**config.mk**
```make
export PLATFORM = sky130hd
export DESIGN_NAME = host_request
export DESIGN_NICKNAME = d
export VERILOG_FILES = /design/src/rtl/host_request.sv
export SDC_FILE = /design/constraint.sdc
export NUM_CORES = 1
export LEC_CHECK = 0
export ABC_AREA = 1
export ABC_CLOCK_PERIOD_IN_PS = 1530
export BUFFER_PORTS_ARGS = -buffer_cell sky130_fd_sc_hd__buf_2
export CAP_MARGIN = 10
export CORE_MARGIN = 2
export CORE_UTILIZATION = 41
export DETAILED_ROUTE_END_ITERATION = 7
export HOLD_SLACK_MARGIN = 0.12
export PLACE_DENSITY_LB_ADDON = 0.1
export SYNTH_ARGS = -nofsm -noshare
export SYNTH_HDL_FRONTEND = slang
export SYNTH_SLANG_ARGS = --single-unit
```
**constraint.sdc**
```tcl
create_clock -name clk_sys -period 1.53 [get_ports clk_sys]
set_clock_uncertainty 0.15 [all_clocks]
set_input_delay 0.306 -clock clk_sys [delete_from_list [all_inputs] [get_ports clk_sys]]
set_output_delay 0.306 -clock clk_sys [all_outputs]
set_load 0.05 [all_outputs]
```
**src/rtl/host_request.sv**
```systemverilog
// sector request handshake toward the IO controller
// a start pulse is dropped while the previous transfer is still busy
// sd_ack is synchronised for the handshake, the buffer write uses it raw
`default_nettype none

module host_request (
    input  logic        clk_sys,
    input  logic        card_is_reset,
    input  logic        start_rd,
    input  logic        start_wr,
    input  logic [31:0] arg,
    input  logic        sdhc,
    input  logic        sd_ack,
    input  logic        sd_buff_wr,
    output logic [31:0] sd_lba,
    output logic        sd_rd,
    output logic        sd_wr,
    output logic        sd_busy,
    output logic        buf_write_ok
);

    logic [2:0] ack_s;      // two sync flops + previous
    logic       rd_pending;
    logic       start_ok;
    logic       ack_rise;
    logic       ack_fall;

    assign start_ok     = (start_rd | start_wr) & ~sd_busy;
    assign ack_rise     = ack_s[1] & ~ack_s[2];
    assign ack_fall     = ~ack_s[1] & ack_s[2];
    assign buf_write_ok = sd_buff_wr & sd_ack & rd_pending; // host fills only on reads

    always_ff @(posedge clk_sys) begin
        if (start_ok)
            sd_lba <= sdhc ? arg : {9'd0, arg[31:9]}; // block vs byte address
    end

    always_ff @(posedge clk_sys) begin
        if (card_is_reset) begin
            ack_s      <= 3'b000;
            sd_rd      <= 1'b0;
            sd_wr      <= 1'b0;
            sd_busy    <= 1'b0;
            rd_pending <= 1'b0;
        end else begin
            ack_s <= {ack_s[1:0], sd_ack};
            if (start_ok) begin
                sd_rd      <= start_rd;
                sd_wr      <= start_wr;
                sd_busy    <= 1'b1;
                rd_pending <= start_rd;
            end else begin
                if (ack_rise) begin    // request seen
                    sd_rd <= 1'b0;
                    sd_wr <= 1'b0;
                end
                if (ack_fall) begin    // transfer done
                    sd_busy    <= 1'b0;
                    rd_pending <= 1'b0;
                end
            end
        end
    end

endmodule

`default_nettype wire

```
; ---- Word level (Yosys, flattened, before mapping)
; Index checks and enable logic that the tools add are counted.
[classes]
bitwise = 9
n_reduce_logical = 2
muxes = 7
[ops]
columns = cell, n
row1 = two-way mux 23 bit, 1
row2 = two-way mux 1 bit, 6
row3 = bitwise AND 1 bit, 5
row4 = nonzero test 2 bit, 2
row5 = NOT 1 bit, 3
row6 = bitwise OR 1 bit, 1
[word_totals]
word_cells = 25
in_bits = 39
output_inout_bits = 36
reg_bits = 39

; ---- Depth between registers and ports, before layout
[depth]
ltp_word = 4
mapped_depth = 4
ltp_nobuf = 4

; ---- Least setup slack after synthesis
; No wires, ideal clock.
[synth_timing]
path_type = register to register
from = register sd_busy
to = register sd_lba[0], enable pin
stages_incl_launch_ff = 4
arrival_time_ns = 1.383
setup_ns = 0.387
n_path_buf = 0
slack_ns = -0.389
synth_period_minus_slack_ns = 1.919
required_ns = 0.993
cell_sequence = dfxtp_1 -> inv_1 -> o21ai_1 -> inv_1
[synth_via]
elab_chain_len = 2
[synth_lines]
columns = element, line
row1 = start: declaration, 18  ; output logic sd_busy,
row2 = start signal: assignment, 43  ; sd_busy <= 1'b0;
row3 = start signal: assignment, 50  ; sd_busy <= 1'b1;
row4 = start signal: assignment, 58  ; sd_busy <= 1'b0;
row5 = NOT 1 bit, 28  ; assign start_ok = (start_rd | start_wr) & ~sd_busy;
row6 = bitwise AND 1 bit, 28
row7 = net start_ok, 24  ; logic start_ok;
row8 = end signal: assignment, 35  ; sd_lba <= sdhc ? arg : {9'd0, arg[31:9]};
row9 = end: declaration, 15  ; output logic [31:0] sd_lba,
; The timed path passes the listed nets, and every way through them passes these cells.
; A chain may end at the register's enable or synchronous reset.

; ---- Final worst setup path
[layout_timing]
from = register rd_pending
to = output port buf_write_ok
[layout_via]
elab_chain_len = 1
[layout_lines]
columns = element, line
row1 = start: declaration, 23  ; logic rd_pending;
row2 = start signal: assignment, 51  ; rd_pending <= start_rd;
row3 = bitwise AND 1 bit, 31  ; assign buf_write_ok = sd_buff_wr & sd_ack & rd_pending;
row4 = end: declaration, 19  ; output logic buf_write_ok
; Every way passes these cells.

==> flow_summary.ini <==
[die]
io_pins = 75
fp.dieW_um = 65.49
die_h_um = 65.49
start_util = 0.4234
fp.dieArea_sq_um = 4289
rows = 22
coreArea_sq_um = 3661

[setup_path]
end_kind = primary output
crit_required_ps = 1070
start_kind = flip-flop
crit_type = flip-flop to primary output
slowest_stage = dfxtp_1
critPathMaxFanout = 2
slowest_delay_ps = 330
cp.arrival_ps = 970
path_cells = nand2_1, nor2_1, clkbuf_4

[pwr]
intPower_mw = 1.716
power_mw = 2.489
comb_power_share = 0.240
p_switching_uw = 772.7
netSwitchingFraction = 0.3104
ir_worst_vdd_uv = 569.3
power_density_nw_per_um2 = 1178
clkPwrFrac = 0.243
power_frac_seq = 0.517
power.static_leakage_nw = 1.013

[yosys]
syn_nets = 175
syn_area_sq_um = 1550
ys_seq_area_frac = 0.7103
synth_cell_types = 14
syn_inst = 136
syn_avg_cell_area_sq_um = 11.40
yosysWarnings = 0
synth_seq_cells = 39

[sta]
tightestPinTransition_ps = 328.4
slew_headroom = 0.7811
max_freq_mhz = 703.7
hold_viol_final = 0
period_needed_ps = 1421
rsz0062_at_grt = false
setup_viol = 0
slew_violations = 0
period_share = 0.9288

[placed_design]
dp_hpwl_um = 2141
placed_cell_area_sq_um = 2018
dp_cells = 258
place_congestion = 0.6998
port_buffers = 74

[drt]
wl_met1_um = 1171
met3_length_um = 224
wl_um = 2848
postRouteAntennaNets = 0
avgViaCountPerCell = 4.323
dr.max_layer_used = met4
dr_wl_met2_um = 1430
wl_per_cell_um = 10.71
drt_iter0_drc = 45
drc = 0
vias = 1150
dr.pass1.iters = 4

[global_route]
grt_max_degree = 33
grtUsageTotal = 0.1416
grt_first_pass_wirelength_um = 4443
first_global_vias = 1052
antenna_found_initial = 0
overflow = 0

[clock_tree]
cts_setup_buffers = 0
root_buffer = clkbuf_8
htree_num_levels = 2
clk_pin_slew_ps = 70
clockBufferDepth = 2
clkLatencyLatePin_ps = 270
cts_sinks = 39
cts-buffers-inserted = 5
cts_tree = yes

[final_layout]
design_area_sq_um = 2113
n_antenna_cell = 0
syn2layout_area_growth_pct = 36.32
layout-drive-gt1-share = 0.4083
fin_util = 0.5772
fin_cells = 266
finalNetCount = 258

[flow_run]
maxCapViolCount = 0

[status]
status = complete, no violations

[hold_path]
hold_class = input port to flip-flop
[sequential cells by signal, summed over array words and instances, names as in the netlist]
register / cells
sd_wr: 1
sd_busy: 1
sd_lba: 32
sd_rd: 1
ack_s: 3
rd_pending: 1
[Yosys cell counts (all sizes together)]
library cell	n	area share
mux2	5	0.036
nand2	24	0.058
nand3	3	0.0097
o21ai	10	0.032
nor2	13	0.031
buf	5	0.022
edfxtp	32	0.62
a21oi	13	0.042
dfxtp	7	0.090
inv	24	0.058
[placed cells by master, fill, tap and decap left out]
master	netlist	routed
o21ai_4	0	1
inv_1	24	22
nor2_1	13	13
clkinvlp_4	0	1
dlygate4sd3_1	0	2
nand3_1	3	3
buf_2	3	73
o21ai_0	9	9
buf_4	1	4
buf_12	0	1
mux2_1	4	4
clkbuf_8	0	5
dfxtp_1	7	6
clkbuf_1	0	1
a21oi_1	13	13
dfxtp_4	0	1
nand2_1	24	24
inv_4	0	1
edfxtp_1	32	32
mux2_2	1	1
clkbuf_4	0	1
[cells by family after synthesis]
family,synth area share
AO/OA/AOI/OAI,0.07425
buffers and inverters,0.07990
flip-flops,0.7102
AND/OR/NAND/NOR,0.09928
multiplexers,0.03632
[per-stage QoR]
step,TNS (ps),hold WS [ps],setup WS (ps)
after floorplan,-1530,215.4,-47.80
final,0,150.7,108.9
after CTS,0,136.3,70.23
after global routing,0,150.1,27.97
after detailed placement,0,252.7,139.5
after global placement,0,241.4,159.2
[worst max-delay path: cells and delay by family, from the launching register on]
| kind | cells | cell delay [ps] |
|---|---|---|
| buf+inv | 1 | 230 |
| simple gates | 2 | 130 |
| flops | 1 | 330 |
[layout make-up]
| class | instances | area (sq um) |
|---|---|---|
| clock buffer | 6 | 72.57 |
| inverter | 24 | 96.34 |
| sequential | 39 | 1105 |
| tap | 48 | 60.06 |
| fill | 327 | 1548 |
| multi-input combinational | 68 | 336.6 |
| timing repair buffer | 81 | 442.9 |
[power by group through the flow]
stage / Clock (mW) / Combinational [mW] / Sequential, mW
CTS: 0.635 / 0.602 / 1.29
floorplan: 0 / 0.118 / 1.62
global placement: 0 / 0.591 / 1.31
finish: 0.605 / 0.597 / 1.29
global route: 0.679 / 0.637 / 1.29
detailed placement: 0 / 0.598 / 1.31
[layer usage]
layer / vias up / track usage
li1: 610 / -
met1: 499 / 0.1556
met2: 39 / 0.2385
met3: 2 / 0.04452
met4: 0 / 0.08594
met5: - / 0
[final timing paths]
check                  start      endpoint  slack [ps]  cells past startpoint
setup reg to reg     sd_busy    sd_lba[29]         300                      4
hold / removal       arg[28]    sd_lba[28]         150                      3
setup / recovery  rd_pending  buf_write_ok         110                      3
hold reg to reg     ack_s[0]      ack_s[1]         260                      2
[what timing repair did]
action                     4_1_cts  5_1_grt
hold endpoints to repair         7        0
gates resized for setup          0        1
hold buffers                     2        0
setup endpoints to repair        0        1
Power figures use the tool's default switching activity.
