<file path="src/rtl/sd_spi_consts.svh">
// shared constants for the SPI-mode SD card front end
// one 512-byte sector only, no multi-block support
`ifndef SD_SPI_CONSTS_SVH
`define SD_SPI_CONSTS_SVH

// first command byte, 01 + 6-bit index
`define SD_CMD0          8'h40
`define SD_CMD1          8'h41
`define SD_CMD8          8'h48
`define SD_CMD16         8'h50
`define SD_CMD17         8'h51
`define SD_CMD24         8'h58
`define SD_ACMD41        8'h69
`define SD_CMD55         8'h77
`define SD_CMD58         8'h7A
`define SD_CMD59         8'h7B

`define SD_NCR           4         // fill bytes before R1
`define SD_SECTOR_BYTES  512
`define SD_SECTOR_AW     9

`define SD_TOKEN_START   8'hFE     // data token, both directions
`define SD_DATA_RESP_OK  8'h05     // write accepted
`define SD_R1_IDLE       8'h01
`define SD_R1_READY      8'h00
`define SD_R1_ILLEGAL    8'h04
`define SD_R1_PARAM      8'h40

`endif

</file>
<file path="src/rtl/sd_spi_pkg.sv">
// types shared by the command controller and the testbench
// opcode values come from the constants header
`default_nettype none

`include "sd_spi_consts.svh"

package sd_spi_pkg;

    typedef enum logic [7:0] {
        OP_CMD0   = `SD_CMD0,   // go idle
        OP_CMD1   = `SD_CMD1,   // send op cond
        OP_CMD8   = `SD_CMD8,   // send if cond
        OP_CMD16  = `SD_CMD16,  // set block length
        OP_CMD17  = `SD_CMD17,  // read single block
        OP_CMD24  = `SD_CMD24,  // write single block
        OP_ACMD41 = `SD_ACMD41, // only after CMD55
        OP_CMD55  = `SD_CMD55,
        OP_CMD58  = `SD_CMD58,  // read OCR
        OP_CMD59  = `SD_CMD59   // crc on/off, ignored
    } sd_opcode_e;

    typedef enum logic [2:0] {
        RD_IDLE, RD_WAIT_HOST, RD_SEND_TOKEN, RD_SEND_DATA
    } rd_state_e;

    typedef enum logic [2:0] {
        WR_IDLE, WR_EXPECT_TOKEN, WR_RECV_DATA, WR_RECV_CRC0,
        WR_RECV_CRC1, WR_SEND_RESP, WR_WRITE_HOST, WR_BUSY
    } wr_state_e;

endpackage

`default_nettype wire

</file>
<file path="src/rtl/sd_spi_ifs.sv">
// internal channels of the card, all in the clk_sys domain
// strobes are single-cycle pulses
`default_nettype none

// byte channel between SPI shifter and command controller
interface spi_byte_if;
    logic [7:0] rx_data;
    logic       rx_strobe;    // byte complete
    logic       tx_take;      // tx_data latched for the next slot
    logic       frame_active; // CS low
    logic [7:0] tx_data;

    modport shifter (output rx_data, rx_strobe, tx_take, frame_active, input tx_data);
    modport ctrl (input rx_data, rx_strobe, tx_take, frame_active, output tx_data);
endinterface

// card side of the sector buffer
interface buf_port_if;
    logic       ptr_clear;
    logic       ptr_step;
    logic       wr_en;
    logic [7:0] wr_data;
    logic [7:0] rd_data;  // byte at pointer, one cycle late
    logic       ptr_last; // pointer at 511

    modport buffer (input ptr_clear, ptr_step, wr_en, wr_data, output rd_data, ptr_last);
    modport ctrl (output ptr_clear, ptr_step, wr_en, wr_data, input rd_data, ptr_last);
endinterface

`default_nettype wire

</file>
<file path="src/rtl/sd_cmd_ctrl.sv">
// SD command parser and reply sequencer
// commands are only accepted while no read or write is running
// CS high drops the command, the reply and any transfer in progress
`default_nettype none

`include "sd_spi_consts.svh"

module sd_cmd_ctrl (
    input  logic        clk_sys,
    input  logic        card_is_reset,
    input  logic        sdhc,
    spi_byte_if.ctrl    byte_ch,
    buf_port_if.ctrl    buf_ch,
    input  logic        host_busy,
    output logic        start_rd,
    output logic        start_wr,
    output logic [31:0] cmd_arg
);

    import sd_spi_pkg::*;

    sd_opcode_e  cmd;
    rd_state_e   rd_state;
    wr_state_e   wr_state;
    logic [2:0]  cmd_cnt;   // 0 = waiting for a command byte
    logic [31:0] arg;
    logic [7:0]  r1;
    logic [31:0] ext;       // extra reply bytes, sent from the top
    logic        ext_on;
    logic [3:0]  slot;      // byte slots since evaluation, 0 = no reply
    logic        cmd0_seen;
    logic        cmd55;
    logic        rd_req;    // read already passed to the host
    logic        cmd_start;
    logic        eval_now;
    logic [7:0]  r1_n;
    logic [31:0] ext_n;
    logic        ext_on_n;
    logic        go_rd;
    logic        go_wr;
    logic        set55;
    logic [31:0] ocr;

    assign ocr       = {1'b1, sdhc, 6'h0, 9'h1f, 15'h0}; // powered up, 2.7-3.2 V
    assign cmd_arg   = arg;
    assign cmd_start = byte_ch.rx_strobe && cmd_cnt == 3'd0 && byte_ch.rx_data[7:6] == 2'b01
                       && rd_state == RD_IDLE && wr_state == WR_IDLE;
    assign eval_now  = byte_ch.rx_strobe && cmd_cnt == 3'd5; // crc byte in

    // buffer port
    assign buf_ch.ptr_clear = eval_now;
    assign buf_ch.wr_en     = wr_state == WR_RECV_DATA && byte_ch.rx_strobe;
    assign buf_ch.wr_data   = byte_ch.rx_data;
    assign buf_ch.ptr_step  = buf_ch.wr_en || (rd_state == RD_SEND_DATA && byte_ch.tx_take);

    // command decode
    always_comb begin
        r1_n     = `SD_R1_ILLEGAL;
        ext_n    = 32'h0;
        ext_on_n = 1'b0;
        go_rd    = 1'b0;
        go_wr    = 1'b0;
        set55    = 1'b0;
        if (cmd == OP_CMD0) begin
            r1_n = `SD_R1_IDLE;
        end else if (cmd0_seen) begin
            case (cmd)
                OP_CMD1, OP_CMD59: r1_n = `SD_R1_READY;
                OP_CMD8: begin
                    r1_n     = `SD_R1_IDLE;
                    ext_n    = {16'h0, 4'h0, arg[11:8], arg[7:0]}; // voltage + check pattern
                    ext_on_n = 1'b1;
                end
                OP_CMD16: r1_n = (arg == `SD_SECTOR_BYTES) ? `SD_R1_READY : `SD_R1_PARAM;
                OP_CMD17: begin
                    r1_n  = `SD_R1_READY;
                    go_rd = 1'b1;
                end
                OP_CMD24: begin
                    r1_n  = `SD_R1_READY;
                    go_wr = 1'b1;
                end
                OP_CMD55: begin
                    r1_n  = `SD_R1_IDLE;
                    set55 = 1'b1;
                end
                OP_ACMD41: if (cmd55) r1_n = `SD_R1_READY;
                OP_CMD58: begin
                    r1_n     = `SD_R1_READY;
                    ext_n    = ocr;
                    ext_on_n = 1'b1;
                end
                default: ;
            endcase
        end
    end

    // next byte out, transfers override the reply
    always_comb begin
        byte_ch.tx_data = 8'hFF;
        if (rd_state == RD_SEND_TOKEN)
            byte_ch.tx_data = `SD_TOKEN_START;
        else if (rd_state == RD_SEND_DATA)
            byte_ch.tx_data = buf_ch.rd_data;
        else if (wr_state == WR_SEND_RESP)
            byte_ch.tx_data = `SD_DATA_RESP_OK;
        else if (wr_state == WR_WRITE_HOST || wr_state == WR_BUSY)
            byte_ch.tx_data = 8'h00; // busy
        else if (slot == `SD_NCR + 1)
            byte_ch.tx_data = r1;    // after NCR fill bytes
        else if (ext_on && slot > `SD_NCR + 1 && slot <= `SD_NCR + 5)
            byte_ch.tx_data = ext[31:24];
    end

    always_ff @(posedge clk_sys) begin
        if (cmd_start)
            cmd <= sd_opcode_e'(byte_ch.rx_data);
        if (byte_ch.rx_strobe && cmd_cnt != 3'd0 && cmd_cnt != 3'd5)
            arg <= {arg[23:0], byte_ch.rx_data}; // MSB first
        if (eval_now) begin
            r1     <= r1_n;
            ext    <= ext_n;
            ext_on <= ext_on_n;
        end else if (byte_ch.tx_take && slot > `SD_NCR + 1) begin
            ext <= {ext[23:0], 8'hFF};
        end
    end

    always_ff @(posedge clk_sys) begin
        start_rd <= 1'b0;
        start_wr <= 1'b0;
        if (card_is_reset) begin
            cmd_cnt   <= 3'd0;
            slot      <= 4'd0;
            cmd0_seen <= 1'b0;
            cmd55     <= 1'b0;
            rd_req    <= 1'b0;
            rd_state  <= RD_IDLE;
            wr_state  <= WR_IDLE;
        end else if (!byte_ch.frame_active) begin
            cmd_cnt  <= 3'd0;
            slot     <= 4'd0;
            rd_state <= RD_IDLE;
            wr_state <= WR_IDLE;
        end else begin
            if (cmd_start) begin
                cmd_cnt <= 3'd1;
                slot    <= 4'd0;
            end else if (byte_ch.rx_strobe && cmd_cnt != 3'd0) begin
                cmd_cnt <= (cmd_cnt == 3'd5) ? 3'd0 : cmd_cnt + 3'd1;
            end

            if (eval_now) begin
                slot      <= 4'd1;  // next take is slot 1
                cmd0_seen <= cmd0_seen | (cmd == OP_CMD0);
                cmd55     <= set55; // any other command clears it
                rd_req    <= 1'b0;
                if (go_rd) rd_state <= RD_WAIT_HOST;
                if (go_wr) wr_state <= WR_EXPECT_TOKEN;
            end else if (byte_ch.tx_take && slot != 4'd0 && slot != 4'hF) begin
                slot <= slot + 4'd1;
            end

            // read, stepped on byte slots so busy has time to rise
            case (rd_state)
                RD_WAIT_HOST: if (byte_ch.tx_take) begin
                    if (!rd_req) begin
                        if (!host_busy) begin
                            start_rd <= 1'b1;
                            rd_req   <= 1'b1;
                        end
                    end else if (!host_busy && slot > `SD_NCR) begin
                        rd_state <= RD_SEND_TOKEN; // sector is in
                    end
                end
                RD_SEND_TOKEN: if (byte_ch.tx_take) rd_state <= RD_SEND_DATA;
                RD_SEND_DATA: if (byte_ch.tx_take && buf_ch.ptr_last) rd_state <= RD_IDLE;
                default: ;
            endcase

            case (wr_state)
                WR_EXPECT_TOKEN:
                    if (byte_ch.rx_strobe && byte_ch.rx_data == `SD_TOKEN_START)
                        wr_state <= WR_RECV_DATA;
                WR_RECV_DATA: if (buf_ch.wr_en && buf_ch.ptr_last) wr_state <= WR_RECV_CRC0;
                WR_RECV_CRC0: if (byte_ch.rx_strobe) wr_state <= WR_RECV_CRC1; // crc ignored
                WR_RECV_CRC1: if (byte_ch.rx_strobe) wr_state <= WR_SEND_RESP;
                WR_SEND_RESP: if (byte_ch.tx_take) wr_state <= WR_WRITE_HOST;
                WR_WRITE_HOST: if (byte_ch.tx_take && !host_busy) begin
                    start_wr <= 1'b1;
                    wr_state <= WR_BUSY;
                end
                WR_BUSY: if (byte_ch.tx_take && !host_busy) wr_state <= WR_IDLE;
                default: ;
            endcase
        end
    end

endmodule

`default_nettype wire

</file>
<file path="src/flat_wrapper.sv">
// flat-port wrapper written by rule: the top's interface ports become plain ports
module sd_cmd_ctrl_flat import sd_spi_pkg::*;
  (clk_sys, card_is_reset, sdhc, host_busy, start_rd, start_wr, cmd_arg, byte_ch_rx_data, byte_ch_rx_strobe, byte_ch_tx_take, byte_ch_frame_active, byte_ch_tx_data, buf_ch_ptr_clear, buf_ch_ptr_step, buf_ch_wr_en, buf_ch_wr_data, buf_ch_rd_data, buf_ch_ptr_last);
  spi_byte_if byte_ch_i ();
  buf_port_if buf_ch_i ();
  input  logic clk_sys;
  input  logic card_is_reset;
  input  logic sdhc;
  input  logic host_busy;
  output logic start_rd;
  output logic start_wr;
  output logic [31:0] cmd_arg;
  input wire logic [$bits(byte_ch_i.rx_data)-1:0] byte_ch_rx_data;
  input wire logic [$bits(byte_ch_i.rx_strobe)-1:0] byte_ch_rx_strobe;
  input wire logic [$bits(byte_ch_i.tx_take)-1:0] byte_ch_tx_take;
  input wire logic [$bits(byte_ch_i.frame_active)-1:0] byte_ch_frame_active;
  output wire logic [$bits(byte_ch_i.tx_data)-1:0] byte_ch_tx_data;
  output wire logic [$bits(buf_ch_i.ptr_clear)-1:0] buf_ch_ptr_clear;
  output wire logic [$bits(buf_ch_i.ptr_step)-1:0] buf_ch_ptr_step;
  output wire logic [$bits(buf_ch_i.wr_en)-1:0] buf_ch_wr_en;
  output wire logic [$bits(buf_ch_i.wr_data)-1:0] buf_ch_wr_data;
  input wire logic [$bits(buf_ch_i.rd_data)-1:0] buf_ch_rd_data;
  input wire logic [$bits(buf_ch_i.ptr_last)-1:0] buf_ch_ptr_last;
  assign byte_ch_i.rx_data = byte_ch_rx_data;
  assign byte_ch_i.rx_strobe = byte_ch_rx_strobe;
  assign byte_ch_i.tx_take = byte_ch_tx_take;
  assign byte_ch_i.frame_active = byte_ch_frame_active;
  assign byte_ch_tx_data = byte_ch_i.tx_data;
  assign buf_ch_ptr_clear = buf_ch_i.ptr_clear;
  assign buf_ch_ptr_step = buf_ch_i.ptr_step;
  assign buf_ch_wr_en = buf_ch_i.wr_en;
  assign buf_ch_wr_data = buf_ch_i.wr_data;
  assign buf_ch_i.rd_data = buf_ch_rd_data;
  assign buf_ch_i.ptr_last = buf_ch_ptr_last;
  sd_cmd_ctrl u_core (.clk_sys(clk_sys), .card_is_reset(card_is_reset), .sdhc(sdhc), .byte_ch(byte_ch_i), .buf_ch(buf_ch_i), .host_busy(host_busy), .start_rd(start_rd), .start_wr(start_wr), .cmd_arg(cmd_arg));
endmodule
</file>
<file path="config.mk">
export PLATFORM = sky130hd
export DESIGN_NAME = sd_cmd_ctrl_flat
export DESIGN_NICKNAME = d
export VERILOG_FILES = /design/src/rtl/sd_spi_pkg.sv /design/src/rtl/sd_spi_ifs.sv /design/src/rtl/sd_cmd_ctrl.sv /design/src/flat_wrapper.sv
export VERILOG_INCLUDE_DIRS = /design/src /design/src/rtl
export SDC_FILE = /design/constraint.sdc
export NUM_CORES = 1
export LEC_CHECK = 0
export BUFFER_PORTS_ARGS = -buffer_cell sky130_fd_sc_hd__buf_2
export CELL_PAD_IN_SITES_DETAIL_PLACEMENT = 1
export CELL_PAD_IN_SITES_GLOBAL_PLACEMENT = 1
export CORE_MARGIN = 2
export CORE_UTILIZATION = 40
export CTS_CLUSTER_SIZE = 16
export DETAILED_ROUTE_END_ITERATION = 16
export PLACE_DENSITY = 0.79
export REMOVE_ABC_BUFFERS = 1
export SLEW_MARGIN = 15
export SYNTH_ARGS = -nofsm -noshare
export SYNTH_HDL_FRONTEND = slang
export SYNTH_SLANG_ARGS = --single-unit
</file>
<file path="constraint.sdc">
create_clock -name clk_sys -period 2.37 [get_ports clk_sys]
set_input_delay 0.474 -clock clk_sys [delete_from_list [all_inputs] [get_ports clk_sys]]
set_output_delay 0.474 -clock clk_sys [all_outputs]
set_load 0.03 [all_outputs]
</file>
-- After elaboration in Yosys (flattened, before gate mapping)
Index checks and enable logic that the tools add are counted.
- bits of input ports: 24
- output and inout port bits: 53
- logic and storage cells: 152
- bits in registers: 99
- equality and inequality tests: 27
- multiplexer cells: 56
- order comparisons: 3
- reduce and logical (&&, ||, !) cells: 41
- bitwise logic cells: 6
- add/subtract/negate cells: 2
- operators by type and width (cell ; count):
    $mux W32 ; 4
    $eq A8 B7 Y1 const B ; 10
    $pmux W32 S2 ; 1
    $mux W3 ; 19
    $mux W8 ; 6
    $eq A32 B10 Y1 const B ; 1
    $pmux W7 S4 ; 1
    $pmux W3 S7 ; 1
    $mux W1 ; 20
    $logic_and A1 B1 Y1 ; 19
    $eq A3 B3 Y1 const B ; 5
    $eq A3 B2 Y1 const B ; 4
    $reduce_or A5 Y1 ; 2
    $logic_not A3 Y1 ; 3
    $pmux W3 S3 ; 1
    $reduce_or A3 Y1 ; 3
    $eq A8 B8 Y1 const B ; 1
    $gt A4 B3 Y1 const B ; 2
    $mux W4 ; 2
    $reduce_or A2 Y1 ; 4
    $mux W7 ; 1
    $eq A3 B1 Y1 const B ; 2
    $reduce_bool A2 Y1 ; 3
    $reduce_bool A3 Y1 ; 2
    13 further kinds ; 18

-- Logic depth before layout (Yosys ltp)
- word-level depth: 10
- mapped depth: 6

-- Worst setup path before layout
OpenSTA, ideal clock, no wires.
- kind: reg2out
- from: register u_core.slot[0]
- to: output byte_ch_tx_data[2]
- stages on the path, launching flop included: 7
- data required time: 1.896 ns
- data arrival time: 1.933 ns
- path slack: -0.037 ns
- path through: dfxtp_1 > inv_1 > ha_1 > o21ba_2 > mux2i_2 > nor3b_1 > o21ai_0
- longest elaborated chain between the ends: 9
- elaborated cells on any way between the ends: 11
- classes of those cells: order compare (2); eq/ne (1); mux (6); reduce/logical (2)
- ends and longest elaborated chain (item ; RTL line ; source):
    start, declared ; sd_cmd_ctrl.sv:30 ; logic [3:0] slot;
    start signal, assigned ; sd_cmd_ctrl.sv:161 ; slot <= slot + 4'd1;
    $gt A4 B3 Y1 ; sd_cmd_ctrl.sv:111 ; else if (ext_on && slot > `SD_NCR + 1 && slot <= `SD_NCR + 5)
    $logic_and A1 B1 Y1 (2 in a row) ; sd_cmd_ctrl.sv:111 ;
    $mux W8 ; sd_cmd_ctrl.sv:111 ;
    $mux W8 (*) ; sd_cmd_ctrl.sv:109 ; else if (slot == `SD_NCR + 1)
    $mux W8 (*) ; sd_cmd_ctrl.sv:107 ; else if (wr_state == WR_WRITE_HOST || wr_state == WR_BUSY)
    $mux W8 (*) ; sd_cmd_ctrl.sv:105 ; else if (wr_state == WR_SEND_RESP)
    $mux W8 (*) ; sd_cmd_ctrl.sv:103 ; else if (rd_state == RD_SEND_DATA)
    $mux W8 (*) ; sd_cmd_ctrl.sv:101 ; if (rd_state == RD_SEND_TOKEN)
    end, declared ; flat_wrapper.sv:17 ; output wire logic [$bits(byte_ch_i.tx_data)-1:0] byte_ch_tx_data;
Every way passes the cells marked *; elsewhere a longest branch is shown, timed or not.

-- Worst setup path after layout
- from: register u_core.slot[0]
- to: output byte_ch_tx_data[7]
The elaborated chain is that of the path after synthesis.

==> impl_results.md <==
- Status: complete, but fails checks
- Failing checks: setup timing
- VDD IR max: 232.0 uV
- Initial DRC Count: 169
- H-Tree Depth: 3
- Simple-gate share of the synthesized area: 24.32%
- Main combinational cell family by area after synthesis: simple AND/OR/NAND/NOR gates
- Clock latency on the worst-skew pair: approximately 0.36 ns
- Hold EP: u_core.cmd55$_SDFFE_PP0P_
- DP HPWL: between 7000 and 8000 um
- DRC: 0
- Worst setup SP type: flop
- Synth Cell Area: between 4000 and 5000 um^2
- Complex-gate fraction of the synthesized area: roughly a tenth
- Final Max Slew Viols: 0
- Multi-input logic area: 1659 um^2
- Syn. warnings: 0
- Wire per inst: roughly 18 um
- Total GRT Usage: about a fifth
- Worst-path clk slew: about 0.09 ns
- XOR/XNOR Fraction of Synth Area: less than 1%
- Max Cap Viol: 0
- Clk root buf: clkbuf_8
- Kind of critical path: flop to primary output
- GP Congestion: a little over 0.8
- Hold/Removal Path Class: input port to flop
- Most used DFF post-synth: edfxtp_1
- Adder-cell share of the synthesized area: approximately 1.1%
- Hold Startpoint: card_is_reset
- Commonest non-fill, non-tap cell in the layout: edfxtp_1
- CP arrival: about 2.0 ns
- Grt total ovfl: 0
- Row cnt: 38
- Final Skew: 0.01328 ns
- CTS tree: yes
- Initial core utilization: 40.96%
- # fillers: 1224
- Number of global-route vias before repair: between 3k and 4k
- Core area: between 10000 and 15000 um^2
- Post-route minimum period: roughly 2.4 ns
- RSZ-0062 raised after global routing: true
- Pin count of the biggest net entering global routing: 33
- Fmax achieved: between 400 and 500 MHz
- EDFF count, synth: 76
- Slew Limit Headroom: between 50% and 60%
- Seq/Total Area, Yosys: about three fifths
- Syn Inst Count: about 400
- Actual slew at the worst max-slew pin: roughly 0.64 ns
- TritonCTS buffer count: 9
- Hold depth: 2
- First-pass GRT wire length: around 17000 um
- Final period util: 102.1%
- Setup TNS Final: -0.1547 ns
- FF-to-FF Start: u_core.cmd[0]$_DFFE_PP_
- Final net count: 492
- Vias per cell: between 5 and 6
- DR pass1 iterations: 4
- Setup violators final: 8
- # port buffers: 76
- PD cells: 566.4 nW/um^2
- Mux cell area share after synthesis: less than 1%
- Critical Path Start: u_core.slot[0]$_SDFFE_PP0P_
- R2R cell count: 4
- Kind of end point of the critical path: primary output
- Crit Path Max Fanout: 8
- Pleak: 1.841 nW
- Fraction of layout cells with a size suffix above 1: between 20% and 30%
- Ys async rst share: 0%
- Register bit total from synthesis: 94
- Avg Inst Size Synth: between 10 and 15 um^2
- Die height: 109.4 um
- Initial antenna violation count: 0
- R2R Path End: u_core.ext[9]$_DFFE_PP_
- Pre-CTS WS: about 0.038 ns
- I/O Pins: just under 80
- Vias: around 3.3k
- Req. time, crit path: 1.90 ns
- Worst reg2reg setup slack: 0.58 ns
- Area delta synth->final: 17.89%
- Hold WS: between 0.3 and 0.4 ns
- Register Area: approximately 2600 um^2
- Most frequent cells in the layout: edfxtp_1 (76), buf_2 (68), nand2_1 (58), buf_4 (20), a21oi_1 (19)
- Max clock buf depth: 2
- Count of different cell masters after synthesis: 65
- Total Routed Length: 10960 um
- ANT cells: 0
- Clock sink total: 94
- Antenna-violating nets left: 0
- Die Area: roughly 12000 um^2
- Die width: 109.4 um
- Final Hold Fails: 0
- Setup ws final: -0.05025 ns
[cell usage after synthesis, types with 2 or more instances]
cell type,number,area (um^2)
a21boi_0,2,15.01
nor3_1,8,40.04
nand3_1,15,75.07
o21ai_0,9,45.04
nand2_1,58,217.7
buf_2,9,45.04
or2_2,2,12.51
inv_1,9,33.78
nor4b_1,2,17.52
o31ai_1,3,22.52
a21oi_1,19,95.09
a211oi_1,2,15.01
nand2b_1,7,43.79
o21a_1,2,15.01
and2_1,16,100.1
nor2b_1,12,75.07
and3_1,2,12.51
o221ai_1,2,17.52
or3_1,3,18.77
buf_6,2,22.52
nor3b_1,14,105.1
nand4b_1,3,26.28
dfxtp_1,18,360.4
nand4_1,8,50.05
nor2_1,12,45.04
ha_1,4,50.05
nand3b_1,5,37.54
a31oi_1,2,12.51
nor4_1,9,56.30
a22o_1,2,17.52
buf_4,11,82.58
o21ai_1,2,10.01
clkbuf_1,4,15.01
edfxtp_1,76,2282
o22ai_1,6,37.54
[critical path, cell delays in order, from the launching register on]
cell,delay [ns]
dfxtp_4,0.39
inv_4,0.04
ha_4,0.16
o21ba_4,0.22
mux2i_4,0.29
nor3b_2,0.09
o22ai_1,0.19
buf_4,0.20
[layer usage]
metal / wire length [um] / global-route usage (%)
met2: 5437 / 31.53
met1: 4891 / 24.01
met5: 0 / 0
met3: 377 / 2.845
met4: 255 / 8.499
[where the power goes]
group,switching (mW),internal [mW]
sequential,0.0121,1.77
clock,0.575,0.494
combinational,0.0747,0.0372
[stage by stage]
stage               area, um^2  util (%)  cells  power, mW
floorplan                 4275         -    364      1.859
global placement          4911     45.30    589      1.933
detailed placement        4911     45.30    589      1.935
CTS                       5223     48.18    608      2.984
global route              5235     48.29    609      3.056
finish                    5235     48.29    609      2.965
[flip-flops by register name, summed over array words and instances (netlist names)]
name	cells
u_core.ext	32
u_core.rd_req	1
u_core.start_wr	1
u_core.cmd_arg	32
u_core.cmd	8
u_core.cmd_cnt	3
u_core.ext_on	1
u_core.cmd0_seen	1
u_core.r1	3
u_core.slot	4
u_core.rd_state	3
u_core.start_rd	1
u_core.wr_state	3
u_core.cmd55	1
[cells by family (layout without fill, tap and decap cells)]
logic type | count (synthesis) | after routing
xor+xnor | 1 | 1
fa+ha+maj | 4 | 4
mux | 2 | 2
flops | 94 | 94
simple gates | 187 | 187
compound gates | 65 | 65
buf+inv | 37 | 116
[timing repair]
item                                    4_1_cts  5_1_grt
pin swaps                                     5        7
hold buffers                                  0        0
endpoints found under the setup margin        8        8
hold endpoints to repair                      0        0
gates cloned                                  0        0
setup buffers                                 3        1
gates resized for setup                      27        1
[worst max path at each step]
stage | end | slack [ns]
floorplan | byte_ch_tx_data[2] | -0.04
CTS | byte_ch_tx_data[7] | -0.06
global route | byte_ch_tx_data[7] | -0.13
finish | byte_ch_tx_data[7] | -0.05
detailed placement | byte_ch_tx_data[7] | 0.04
global placement | byte_ch_tx_data[6] | 0.20
[final cells by class]
| cell class | count | share of cell area (%) |
|---|---|---|
| Sequential cell | 94 | 50.57 |
| Inverter | 11 | 0.9082 |
| Timing Repair Buffer | 89 | 9.751 |
| Clock inverter | 6 | 1.291 |
| Multi-Input combinational cell | 259 | 31.69 |
| Clock buffer | 10 | 2.438 |
| Tap cell | 140 | 3.346 |
Power figures use the tool's default switching activity.
