===== src/rtl/sd_spi_ifs.sv =====
// internal channels of the card, all in the clk_sys domain
// strobes are single-cycle pulses
`default_nettype none

// byte channel between SPI shifter and command controller
interface spi_byte_if;
    logic [7:0] rx_data;
    logic       rx_strobe;    // byte complete
    logic       tx_take;      // tx_data latched for the next slot
    logic       frame_active; // CS low
    logic [7:0] tx_data;

    modport shifter (output rx_data, rx_strobe, tx_take, frame_active, input tx_data);
    modport ctrl (input rx_data, rx_strobe, tx_take, frame_active, output tx_data);
endinterface


`default_nettype wire


===== src/rtl/spi_byte_shifter.sv =====
// SPI mode 0 byte framing, MSB first
// pins go through two flops, so SCK half periods need >= 3 clk_sys cycles
// first byte of a frame always goes out as 0xFF
`default_nettype none

module spi_byte_shifter (
    input  logic        clk_sys,
    input  logic        card_is_reset,
    input  logic        sck,
    input  logic        cs,
    input  logic        sdi,
    output logic        sdo,
    spi_byte_if.shifter byte_ch
);

    logic [1:0] sck_s;
    logic [1:0] cs_s;
    logic [1:0] sdi_s;
    logic       sck_d;   // previous synced sck
    logic       sck_rise;
    logic       sck_fall;
    logic [2:0] bit_cnt;
    logic [7:0] rx_sr;
    logic [7:0] tx_sr;

    assign sck_rise             = sck_s[1] & ~sck_d;
    assign sck_fall             = ~sck_s[1] & sck_d;
    assign byte_ch.frame_active = ~cs_s[1];
    assign byte_ch.rx_data      = rx_sr; // stable until the next rising edge

    always_ff @(posedge clk_sys) begin
        sdi_s <= {sdi_s[0], sdi};
        if (card_is_reset) begin
            sck_s <= 2'b00;
            cs_s  <= 2'b11;    // deselected
            sck_d <= 1'b0;
        end else begin
            sck_s <= {sck_s[0], sck};
            cs_s  <= {cs_s[0], cs};
            sck_d <= sck_s[1];
        end
    end

    always_ff @(posedge clk_sys) begin
        byte_ch.rx_strobe <= 1'b0;
        byte_ch.tx_take   <= 1'b0;
        if (card_is_reset) begin
            bit_cnt <= 3'd0;
            sdo     <= 1'b1;
            tx_sr   <= 8'hFF;
        end else if (cs_s[1]) begin
            bit_cnt <= 3'd0;   // framing restarts on every CS fall
            sdo     <= 1'b1;
            tx_sr   <= 8'hFF;  // idle ones for the first byte
        end else begin
            // card samples on the rising edge
            if (sck_rise) begin
                rx_sr   <= {rx_sr[6:0], sdi_s[1]};
                bit_cnt <= bit_cnt + 3'd1;
                if (bit_cnt == 3'd7)
                    byte_ch.rx_strobe <= 1'b1;
            end
            // and shifts out on the falling edge
            if (sck_fall) begin
                if (bit_cnt == 3'd0) begin // byte boundary
                    sdo             <= byte_ch.tx_data[7];
                    tx_sr           <= {byte_ch.tx_data[6:0], 1'b1};
                    byte_ch.tx_take <= 1'b1;
                end else begin
                    sdo   <= tx_sr[7];
                    tx_sr <= {tx_sr[6:0], 1'b1};
                end
            end
        end
    end

endmodule

`default_nettype wire


===== src/flat_wrapper.sv =====
// flat-port wrapper written by rule: the top's interface ports become plain ports
module spi_byte_shifter_flat 
  (clk_sys, card_is_reset, sck, cs, sdi, sdo, byte_ch_rx_data, byte_ch_rx_strobe, byte_ch_tx_take, byte_ch_frame_active, byte_ch_tx_data);
  spi_byte_if byte_ch_i ();
  input  logic clk_sys;
  input  logic card_is_reset;
  input  logic sck;
  input  logic cs;
  input  logic sdi;
  output logic sdo;
  output wire logic [$bits(byte_ch_i.rx_data)-1:0] byte_ch_rx_data;
  output wire logic [$bits(byte_ch_i.rx_strobe)-1:0] byte_ch_rx_strobe;
  output wire logic [$bits(byte_ch_i.tx_take)-1:0] byte_ch_tx_take;
  output wire logic [$bits(byte_ch_i.frame_active)-1:0] byte_ch_frame_active;
  input wire logic [$bits(byte_ch_i.tx_data)-1:0] byte_ch_tx_data;
  assign byte_ch_rx_data = byte_ch_i.rx_data;
  assign byte_ch_rx_strobe = byte_ch_i.rx_strobe;
  assign byte_ch_tx_take = byte_ch_i.tx_take;
  assign byte_ch_frame_active = byte_ch_i.frame_active;
  assign byte_ch_i.tx_data = byte_ch_tx_data;
  spi_byte_shifter u_core (.clk_sys(clk_sys), .card_is_reset(card_is_reset), .sck(sck), .cs(cs), .sdi(sdi), .sdo(sdo), .byte_ch(byte_ch_i));
endmodule

===== config.mk =====
export PLATFORM = sky130hd
export DESIGN_NAME = spi_byte_shifter_flat
export DESIGN_NICKNAME = d
export VERILOG_FILES = /design/src/rtl/sd_spi_ifs.sv /design/src/rtl/spi_byte_shifter.sv /design/src/flat_wrapper.sv
export SDC_FILE = /design/constraint.sdc
export NUM_CORES = 1
export LEC_CHECK = 0
export BUFFER_PORTS_ARGS = -buffer_cell sky130_fd_sc_hd__buf_2
export CORE_UTILIZATION = 50
export DETAILED_ROUTE_END_ITERATION = 10
export HOLD_SLACK_MARGIN = 0.02
export PLACE_DENSITY = 0.76
export SYNTH_ARGS = -nofsm -noshare
export SYNTH_HDL_FRONTEND = slang
export SYNTH_SLANG_ARGS = --single-unit

===== constraint.sdc =====
create_clock -name clk_sys -period 1.5 [get_ports clk_sys]
set_clock_uncertainty 0.2 [all_clocks]
set_input_delay 0.3 -clock clk_sys [delete_from_list [all_inputs] [get_ports clk_sys]]
set_output_delay 0.3 -clock clk_sys [all_outputs]
set_load 0.02 [all_outputs]

* Word-level counts from Yosys, hierarchy flattened
Cells that the tools add are included.
** Word-level totals
- Input port bits :: 13
- Bits in registers :: 29
- Output and inout port bits :: 12
- Logic and storage cells :: 29
** Operators by class
- Equality and inequality tests :: 1
- Multiplexer cells :: 4
- Reduce and logical (&&, ||, !) cells :: 5
- $add $sub $neg :: 1
- Bitwise gates (word level) :: 8
** Operators by type and width (number)
- $mux 8 :: 1
- $not 1->1 :: 6
- $reduce_or 3->1 :: 2
- $add 3x1->3 const B :: 1
- $eq 3x3->1 const B :: 1
- $logic_not 3->1 :: 1
- $mux 1 :: 3
- $reduce_and 3->1 :: 1
- $and 1x1->1 :: 2
- $reduce_or 2->1 :: 1

* Longest topological paths before layout
Gate-level depths: netlist of run 1.
- Depth after elaboration :: 4
- Gate-level depth with buffers :: 6
- Depth with buffers taken out :: 5

* Least setup slack after synthesis of run 1
No wires, ideal clock.
- Path kind :: input to register
- Start point :: input port card_is_reset
- End point :: register u_core.rx_sr[0] (netlist: u_core.byte_ch.rx_data[0]) (enable)
- Arrival :: 909 ps
- Library setup time :: 332 ps
- Path buffers :: 1
- Slack :: 59 ps
- Required time :: 968 ps
- Stages :: 3
- Path through :: buf_4 nor2_2 and2_1
** Between the ends
- Longest elaborated chain between the ends :: 2
** RTL lines
- start, declared :: RTL line flat_wrapper.sv:6 : input logic card_is_reset;
- $not 1->1 (no line)
- $reduce_and 3->1 (no line)
- end signal, assigned :: RTL line spi_byte_shifter.sv:58 : rx_sr <= {rx_sr[6:0], sdi_s[1]};
- end, declared :: RTL line spi_byte_shifter.sv:23 : logic [7:0] rx_sr;
No other way between the ends.
A chain may end at the register's enable or synchronous reset.

* Final worst setup path of run 1
- Start point :: register u_core.bit_cnt[1]
- End point :: register u_core.tx_sr[5]
** Between the ends
- Longest elaborated chain between the ends :: 2
** RTL lines
- start, declared :: RTL line spi_byte_shifter.sv:22 : logic [2:0] bit_cnt;
- start signal, assigned :: RTL line spi_byte_shifter.sv:59 : bit_cnt <= bit_cnt + 3'd1;
- $logic_not 3->1 :: RTL line spi_byte_shifter.sv:65 : if (bit_cnt == 3'd0) begin
- $mux 8 :: RTL line spi_byte_shifter.sv:65
- end signal, assigned :: RTL line spi_byte_shifter.sv:67 : tx_sr <= {byte_ch.tx_data[6:0], 1'b1};
- end signal, assigned :: RTL line spi_byte_shifter.sv:71 : tx_sr <= {tx_sr[6:0], 1'b1};
- end, declared :: RTL line spi_byte_shifter.sv:24 : logic [7:0] tx_sr;
No other way between the ends.

==> results.yml, run 1 <==
power:
  irDropWorstVdd_v: 0.0007710
  combPwrFrac: 0.064
  power_density_nw_per_um2: 875.0
  p_sw_frac: 0.1990
  p_seq_frac: 0.681
  p_int_uw: 926.0
  p_clk_frac: 0.255
  leakagePower_nw: 0.6012
  power.switching_uw: 230.0
place:
  preCtsSetupSlack_ns: -0.1192
  dpl_cell_area_um2: 1197
  routabilityCongestion: 0.7473
  numPortBuffers: 24
  dp_hpwl_um: 1168
min_path:
  holdCritPathClass: "in2reg"
finish:
  post-route-util: 0.6804
  final_cell_mix: "buf_2 (23), dfxtp_1 (19), mux2i_1 (9), buf_4 (9), edfxtp_1 (8)"
  nets: 130
  layout-drive-gt1-share: 0.4248
  final_area_um2: 1321
  diodes: 0
  final_common_cell: "buf_2"
  syn_to_final_growth_pct: 28.94
yosys:
  async_reset_ff_frac: 0
  synth_area_leaders: "dfxtp_1 (39%), edfxtp_1 (23%), mux2i_1 (8.8%)"
  yosysSeqAreaShare: 0.6252
  ys_warn_count: 0
  yosysUniqueCellTypes: 21
  synth-main-ff-cell: "dfxtp_1"
  synth_top_area_share: 0.3907
  synth_top_cell_by_area: "dfxtp_1"
  syn_area_um2: 1025
  synth_edf_count: 8
  synth_cells: 74
  syn_nets: 90
  syn_area_per_cell_um2: 13.85
  ys_seq_elements: 28
floorplan:
  die-area_um2: 2234
  die_w_um: 47.27
  coreArea_um2: 1942
  rows: 16
  die_y_um: 47.27
  ios: 25
  start_util: 0.5277
timing:
  max_freq_mhz: 669.1
  hold_viol_final: 0
  relSlewSlack: 0.7825
  worstMarginPinSlew_ns: 0.3253
  drv_slew: 0
  fin_crit_ns: 1.495
  timing.hold.ws_ns: 0.05579
  layout_setup_ws_ns: 0.005484
  finalSetupViolations: 0
  finalCritPeriodShare: 0.9963
setup_path:
  critical_path.cell_chain: "inv_1 > ha_1 > nor2b_4 > buf_12 > mux2i_1 > a2bb2oi_1"
  worst_setup_path_start_kind: "flip-flop"
  crit_start: "u_core.bit_cnt[1]$_SDFFE_PP0P_"
  crit_cells: 6
  crit-reg2reg-launch: "u_core.bit_cnt[1]$_SDFFE_PP0P_"
  reg2reg_to: "u_core.tx_sr[5]$_SDFFE_PP1P_"
  crit_end: "u_core.tx_sr[5]$_SDFFE_PP1P_"
  timing_worst_setup_path_type: "reg2reg"
  cp_num_buf_inv: 2
  cp.required_ns: 1.51
  r2r_cells: 6
  crit_family: "flip-flops"
  rrSetupSlack_ns: 0.005
  slowest_stage: "dfxtp_1"
  arrival_ns: 1.51
  cpPeakStageDelay_ns: 0.34
  crit_fanout: 8
  worstSetupEndpointType: "flip-flop"
clock_tree:
  htree_levels: 1
  clk_path_buf_depth: 2
  cts_buffers: 3
  cts_root_buf: "clkbuf_4"
  cts_tree: "yes"
  clk-insertion-delay-late_ns: 0.32
  clk_pin_slew_ns: 0.13
  cts.sinks: 28
grt:
  grt.overflow.total: 0
  grt_max_degree: 16
  grt_pass1_vias: 557
  grt_pass1_wl_um: 2346
  antenna_found_initial: 0
  grtUsageTotal: 0.1584
detailed_routing:
  wl_per_cell_um: 11.69
  drt-vias-per-instance: 4.793
  drt-total-wl_um: 1636
  drt-initial-drc-count: 5
  firstDrtPassIters: 4
  num_vias: 671
  drc: 0
  ant_nets: 0
status:
  status: "finished clean"
flow_run:
  cap_violations: 0
[worst min-delay path, cell delays in order]
cell	delay [ns]
buf_2	0.08
nor3b_1	0.04
o21ai_0	0.13
[how the worst min path moves through the flow]
stage	from	to	cells after the start
floorplan	u_core.sdi_s[0]$_DFF_P_	u_core.sdi_s[1]$_DFF_P_	0
global placement	u_core.sdi_s[0]$_DFF_P_	u_core.sdi_s[1]$_DFF_P_	0
detailed placement	u_core.sdi_s[0]$_DFF_P_	u_core.sdi_s[1]$_DFF_P_	0
CTS	byte_ch_tx_data[0]	u_core.tx_sr[1]$_SDFFE_PP1P_	3
global route	byte_ch_tx_data[2]	u_core.tx_sr[3]$_SDFFE_PP1P_	3
finish	byte_ch_tx_data[0]	u_core.tx_sr[1]$_SDFFE_PP1P_	3
[area by class of cell]
cell class / count / area [um^2]
clock buffers: 3 / 22.52
inverters: 3 / 11.26
repair buffers: 38 / 255.2
fillers: 160 / 620.6
well taps: 27 / 33.78
clock inverters: 1 / 3.754
flip-flops and latches: 28 / 641.9
multi-input cells: 40 / 352.8
[state kept, by name, indices dropped and copies added, names as in the netlist]
name and cells:
u_core.bit_cnt 3, u_core.byte_ch.rx_data 8, u_core.byte_ch.rx_strobe 1, u_core.byte_ch.tx_take 1, u_core.cs_s 2, u_core.sck_d 1, u_core.sck_s 2, u_core.sdi_s 2
u_core.sdo 1, u_core.tx_sr 7
[kinds of logic after synthesis]
group                    synth area share
flip-flops                         0.6251
XOR/XNOR                         0.008549
AO/OA/AOI/OAI                     0.06471
adder cells (fa/ha/maj)           0.03663
multiplexers                      0.08792
buffers and inverters             0.03662
AND/OR/NAND/NOR                    0.1404
[layer usage]
| layer | vias up | wire length (um) | GRT usage |
|---|---|---|---|
| li1 | 336 | - | - |
| met5 | - | 0 | 0 |
| met4 | 0 | 23 | 0.06857 |
| met3 | 2 | 58 | 0.04615 |
| met2 | 20 | 868 | 0.2548 |
| met1 | 313 | 686 | 0.1976 |
[cells in the mapped netlist (2+ instances only)]
cell	n
dfxtp_1	20
mux2i_1	9
edfxtp_1	8
a2bb2oi_1	7
nor2b_1	4
ha_1	3
inv_1	3
nor3_1	3
and2_1	2
buf_4	2
nor2b_2	2
or2_2	2
[per-stage QoR]
| step | setup TNS, ns | total power, mW | instances |
|---|---|---|---|
| after floorplan | 0 | 0.8379 | 74 |
| after global placement | -0.1975 | 0.8607 | 128 |
| after detailed placement | -0.7660 | 0.8633 | 128 |
| after CTS | 0 | 1.164 | 136 |
| after global routing | -0.05906 | 1.207 | 140 |
| final | 0 | 1.156 | 140 |
[power groups by stage]
stage	sequential, mW	combinational [mW]	clock (mW)
CTS	0.788	0.0679	0.308
detailed placement	0.804	0.0588	0
floorplan	0.806	0.0320	0
global placement	0.804	0.0566	0
global route	0.789	0.0802	0.338
finish	0.788	0.0741	0.294
[repair_timing]
action	CTS	global route
buffers inserted	1	4
hold buffers	3	0
hold endpoints to repair	3	0
endpoints found under the setup margin	9	16
gates resized for setup	4	2
No activity file was read; power rests on OpenSTA's default activity.
==> run 2: changes to the inputs <==
- CORE_UTILIZATION: 50 -> 53
- CTS_BUF_LIST: not set -> sky130_fd_sc_hd__clkbuf_4
- PLACE_DENSITY: 0.76 -> 0.8
- SETUP_SLACK_MARGIN: not set -> 0.15
==> run 2 against run 1 <==
  * Sequential share of layout area is 4.0 points lower
  * Critical path type is now reg2out
  * Critical endpoint is now byte_ch_rx_data[4]
  * Largest power group unchanged
  * Setup slack gained 0.042 ns
  * Utilization increased by 14 points
  * Highest routed layer unchanged
  * Die area fell by 5.4%
  * Largest cell class unchanged
==> results.yml, run 2 (synthesized netlist as in run 1, its figures left out) <==
status:
  status: "finished clean"
clock_tree:
  clk-insertion-delay-late_ns: 0.33
  cts.sinks: 28
  clk_path_buf_depth: 2
  clk_pin_slew_ns: 0.14
  cts_root_buf: "clkbuf_4"
  htree_levels: 1
  cts_tree: "yes"
  cts_buffers: 3
grt:
  antenna_found_initial: 0
  grt_pass1_wl_um: 2573
  grt_max_degree: 16
  grtUsageTotal: 0.1811
  grt.overflow.total: 0
  grt_pass1_vias: 581
setup_path:
  cp.required_ns: 1.00
  worstSetupEndpointType: "output pin"
  cp_num_buf_inv: 1
  r2r_cells: 6
  crit_family: "flip-flops"
  timing_worst_setup_path_type: "reg2out"
  slowest_stage: "edfxtp_1"
  critical_path.cell_chain: "buf_6"
  worst_setup_path_start_kind: "flip-flop"
  crit_cells: 1
  arrival_ns: 0.95
  reg2reg_to: "u_core.tx_sr[6]$_SDFFE_PP1P_"
  rrSetupSlack_ns: 0.06
  cpPeakStageDelay_ns: 0.46
  crit-reg2reg-launch: "u_core.bit_cnt[1]$_SDFFE_PP0P_"
  crit_fanout: 2
finish:
  largest_reg_flops: 8
  nets: 135
  fill_cells: 101
  diodes: 0
  final_area_um2: 1455
  syn_to_final_growth_pct: 42.00
  layout-drive-gt1-share: 0.5085
  final_cells: 143
  final_cell_mix: "dfxtp_1 (16), buf_4 (15), buf_2 (13)"
  final_common_cell: "dfxtp_1"
detailed_routing:
  drt-total-wl_um: 2158
  wl_per_cell_um: 15.09
  drc: 0
  drt-initial-drc-count: 4
  ant_nets: 0
  drt-vias-per-instance: 4.902
  num_vias: 701
  firstDrtPassIters: 3
power:
  power_density_nw_per_um2: 818.4
  combPwrFrac: 0.061
  irDropWorstVdd_v: 0.0006603
  p_clk_frac: 0.278
  power.switching_uw: 243.1
  leakagePower_nw: 0.6438
  p_int_uw: 947.8
  p_sw_frac: 0.2042
  p_seq_frac: 0.661
floorplan:
  coreArea_um2: 1764
  die_w_um: 45.97
  die_y_um: 45.97
  start_util: 0.5809
  ios: 25
  die-area_um2: 2113
  rows: 15
min_path:
  min_path_cells: 3
  hold_path_end: "u_core.tx_sr[1]$_SDFFE_PP1P_"
  holdCritPathClass: "in2reg"
  min_from: "byte_ch_tx_data[0]"
place:
  dp_hpwl_um: 1139
  numPortBuffers: 24
  dpl_cell_area_um2: 1184
  routabilityCongestion: 0.7002
  dp_cells: 124
timing:
  worstMarginPinSlew_ns: 0.3207
  grt_setup_unrepaired: "true"
  finalCritPeriodShare: 0.9686
  drv_slew: 0
  hold_viol_final: 0
  relSlewSlack: 0.7855
  finalSetupViolations: 0
  fin_crit_ns: 1.453
  max_freq_mhz: 688.3
  timing.hold.ws_ns: 0.06474
flow_run:
  cap_violations: 0
## run 2: cell types whose count changed in the layout (fill, tap and decap cells not counted), moves of 2 or more
cell	delta
buf_2	-10
buf_6	+8
buf_4	+6
dfxtp_1	-3
dfxtp_2	+2
ha_1	-2
ha_4	+2
## run 2: how the worst max path moves through the flow
stage	slack, ns	start	endpoint
after floorplan	0.17	u_core.bit_cnt[0]$_SDFFE_PP0P_	u_core.sdo$_SDFFE_PP1P_
after global placement	-0.04	u_core.bit_cnt[0]$_SDFFE_PP0P_	u_core.sdo$_SDFFE_PP1P_
after detailed placement	-0.12	u_core.bit_cnt[1]$_SDFFE_PP0P_	u_core.tx_sr[4]$_SDFFE_PP1P_
after CTS	0.08	u_core.bit_cnt[0]$_SDFFE_PP0P_	u_core.tx_sr[6]$_SDFFE_PP1P_
after global routing	-0.02	u_core.bit_cnt[1]$_SDFFE_PP0P_	u_core.tx_sr[7]$_SDFFE_PP1P_
final	0.05	u_core.byte_ch.rx_data[4]$_DFFE_PP_	byte_ch_rx_data[4]
## run 2: what timing repair did
action                                 CTS  global route
resized for setup                       14            18
endpoints found under the hold margin    3             1
hold buffers                             3             1
setup buffers                            8             3
setup endpoints to repair               19            21
pin swaps                                2             0
## run 2: power by group through the flow
stage	registers [mW]	logic, mW	clock network (mW)
after floorplan	0.806	0.0322	0
after global placement	0.806	0.0532	0
after detailed placement	0.806	0.0549	0
after CTS	0.787	0.0680	0.327
after global routing	0.789	0.0775	0.375
final	0.788	0.0728	0.331
## run 2: metal layers
layer / GRT usage / wire, um / up-vias
met5: 0 / 0 / -
met4: 0.07059 / 21 / 0
met3: 0.04762 / 66 / 2
met2: 0.3127 / 1253 / 18
met1: 0.2116 / 817 / 337
li1: - / - / 344
## run 2: layout make-up
cell class | count | area (um^2) | area share
flip-flops and latches | 28 | 648.1 | 0.4454
inverters | 3 | 11.26 | 0.007739
repair buffers | 43 | 350.3 | 0.2408
clock buffers | 4 | 30.03 | 0.02064
multi-input cells | 40 | 384.1 | 0.2640
well taps | 25 | 31.28 | 0.02150
## run 2: per-stage QoR
step / power, mW / worst slack (ns) / utilization / setup TNS (ns)
floorplan: 0.8382 / 0.1726 / - / 0
global placement: 0.8590 / -0.04406 / 0.6709 / -0.2203
detailed placement: 0.8614 / -0.1185 / 0.6709 / -0.8759
CTS: 1.181 / 0.07900 / 0.7759 / 0
global route: 1.242 / -0.02059 / 0.8248 / -0.02337
finish: 1.191 / 0.04708 / 0.8248 / 0
==> run 3: changes to the inputs <==
--- a/config.mk
+++ b/config.mk
@@ -8,3 +8,3 @@
 export BUFFER_PORTS_ARGS = -buffer_cell sky130_fd_sc_hd__buf_2
-export CORE_UTILIZATION = 53
+export CORE_UTILIZATION = 50
 export CTS_BUF_LIST = sky130_fd_sc_hd__clkbuf_4
@@ -12,3 +12,3 @@
 export HOLD_SLACK_MARGIN = 0.02
-export PLACE_DENSITY = 0.8
+export PLACE_DENSITY = 0.76
 export SETUP_SLACK_MARGIN = 0.15
==> constraint.sdc (replaced) <==
create_clock -name clk_sys -period 1.7 [get_ports clk_sys]
set_clock_uncertainty 0.2 [all_clocks]
set_input_delay 0.34 -clock clk_sys [delete_from_list [all_inputs] [get_ports clk_sys]]
set_output_delay 0.34 -clock clk_sys [all_outputs]
set_load 0.005 [all_outputs]
==> run 3 against run 2 <==
  * First-iteration DRC count is 75% higher
  * Setup slack better by 0.19 ns
  * Cell count down 8.4%
  * Worst hold slack lost 0.045 ns
  * Sequential power is 12% lower
  * Utilization fell by 19 points
  * Highest routed layer unchanged
==> results.yml, run 3 (synthesized netlist as in run 1, its figures left out) <==
timing:
  finalSetupViolations: 0
  finalCritPeriodShare: 0.8626
  max_freq_mhz: 681.9
  fin_tns_setup_ns: 0
  hold_viol_final: 0
  grt_setup_unrepaired: "false"
  drv_slew: 0
  fin_crit_ns: 1.466
  worstMarginPinSlew_ns: 0.3395
  relSlewSlack: 0.7729
detailed_routing:
  ant_nets: 0
  drc: 0
  firstDrtPassIters: 3
  drt-total-wl_um: 1427
  num_vias: 630
  wl_per_cell_um: 10.89
  drt-vias-per-instance: 4.809
  drt-initial-drc-count: 7
clock_tree:
  cts_root_buf: "clkbuf_4"
  cts.sinks: 28
  cts_tree: "yes"
  cts_buffers: 3
  clk_pin_slew_ns: 0.14
  clk_path_buf_depth: 2
  clk-insertion-delay-late_ns: 0.33
  htree_levels: 1
floorplan:
  ios: 25
  die-area_um2: 2234
  start_util: 0.5277
  rows: 16
  die_y_um: 47.27
  coreArea_um2: 1942
  die_w_um: 47.27
place:
  numPortBuffers: 24
  routabilityCongestion: 0.6716
grt:
  antenna_found_initial: 0
  grt.overflow.total: 0
  grt_pass1_vias: 465
  grt_max_degree: 16
  grtUsageTotal: 0.1368
  grt_pass1_wl_um: 2001
setup_path:
  arrival_ns: 0.93
  cp.required_ns: 1.16
  crit_fanout: 6
  worstSetupEndpointType: "output pin"
  worst_setup_path_start_kind: "flip-flop"
  timing_worst_setup_path_type: "reg2out"
status:
  status: "finished clean"
finish:
  fill_cells: 158
  final_common_cell: "buf_2"
  final_cell_mix: "buf_2 (24), dfxtp_1 (19), mux2i_1 (9)"
  syn_to_final_growth_pct: 19.90
  diodes: 0
  layout-drive-gt1-share: 0.3750
  nets: 121
  largest_reg_flops: 8
power:
  combPwrFrac: 0.047
  p_seq_frac: 0.689
  leakagePower_nw: 0.5496
  p_int_uw: 806.5
  p_sw_frac: 0.2015
  power.switching_uw: 203.6
  irDropWorstVdd_v: 0.0005710
  total_power_mw: 1.010
  power_density_nw_per_um2: 822.1
  p_clk_frac: 0.264
flow_run:
  cap_violations: 0
min_path:
  holdCritPathClass: "in2reg"
-- run 3: cell count changes in the layout (fill, tap and decap cells not counted), sizes merged --
cell         change
clkbuf           -1
buf             -13
nor2b            +1
dlygate4sd3      -2
clkinv           +1
-- run 3: repair_timing --
item                       4_1_cts  5_1_grt
hold endpoints to repair         2        0
hold buffers                     2        0
buffers inserted                 0        0
cloned                           0        1
pin swaps                        0        0
resized for setup                2        0
setup endpoints to repair        9        5
-- run 3: worst paths after layout --
| path | from | to | slack (ns) | depth (start not counted) |
|---|---|---|---|---|
| setup / recovery | u_core.cs_s[1]$_SDFF_PP1_ | byte_ch_frame_active | 0.23 | 2 |
| hold / removal | sck | u_core.sck_s[0]$_SDFF_PP0_ | 0.02 | 2 |
| setup reg to reg | u_core.bit_cnt[0]$_SDFFE_PP0P_ | u_core.tx_sr[2]$_SDFFE_PP1P_ | 0.27 | 5 |
| hold reg to reg | u_core.sdi_s[0]$_DFF_P_ | u_core.sdi_s[1]$_DFF_P_ | 0.14 | 0 |
-- run 3: power groups by stage --
stage                     sequential [mW]  combinational (mW)  clock, mW
after detailed placement            0.711              0.0442          0
after global routing                0.698              0.0527      0.294
after global placement              0.711              0.0431          0
after CTS                           0.697              0.0479      0.274
final                               0.696              0.0471      0.267
after floorplan                     0.710              0.0271          0
-- run 3: layout make-up --
cell class	instances	area [um^2]	share of cell area
timing repair buffer	28	155.1	0.1263
tap	27	33.78	0.02749
multi-input combinational	41	360.3	0.2933
sequential	28	641.9	0.5224
clock inverter	1	3.754	0.003055
clock buffer	3	22.52	0.01833
inverter	3	11.26	0.009165
-- run 3: worst max-delay path, cell delays in order (launching register included) --
cell,delay [ns]
dfxtp_2,0.43
inv_1,0.05
buf_2,0.12
-- run 3: per-stage QoR --
| stage | worst slack [ns] | instance area [um^2] | hold slack (ns) | std cells | utilization |
|---|---|---|---|---|---|
| 6_report | 0.2336 | 1229 | 0.01963 | 131 | 0.6327 |
| 5_1_grt | 0.1648 | 1229 | 0.02361 | 131 | 0.6327 |
| 4_1_cts | 0.2203 | 1220 | 0.02605 | 130 | 0.6282 |
| 3_5_place_dp | 0.09687 | 1167 | 0.1157 | 124 | 0.6012 |
| 3_3_place_gp | 0.1340 | 1167 | 0.1099 | 124 | 0.6012 |
| 2_1_floorplan | 0.2193 | 1025 | 0.1096 | 74 | - |
-- run 3: layer usage --
| metal | routed length, um | global-route usage | vias up |
|---|---|---|---|
| met4 | 28 | 0.08571 | 0 |
| met2 | 615 | 0.2055 | 18 |
| met1 | 712 | 0.1683 | 287 |
| li1 | - | - | 322 |
| met5 | 0 | 0 | - |
| met3 | 70 | 0.04615 | 3 |
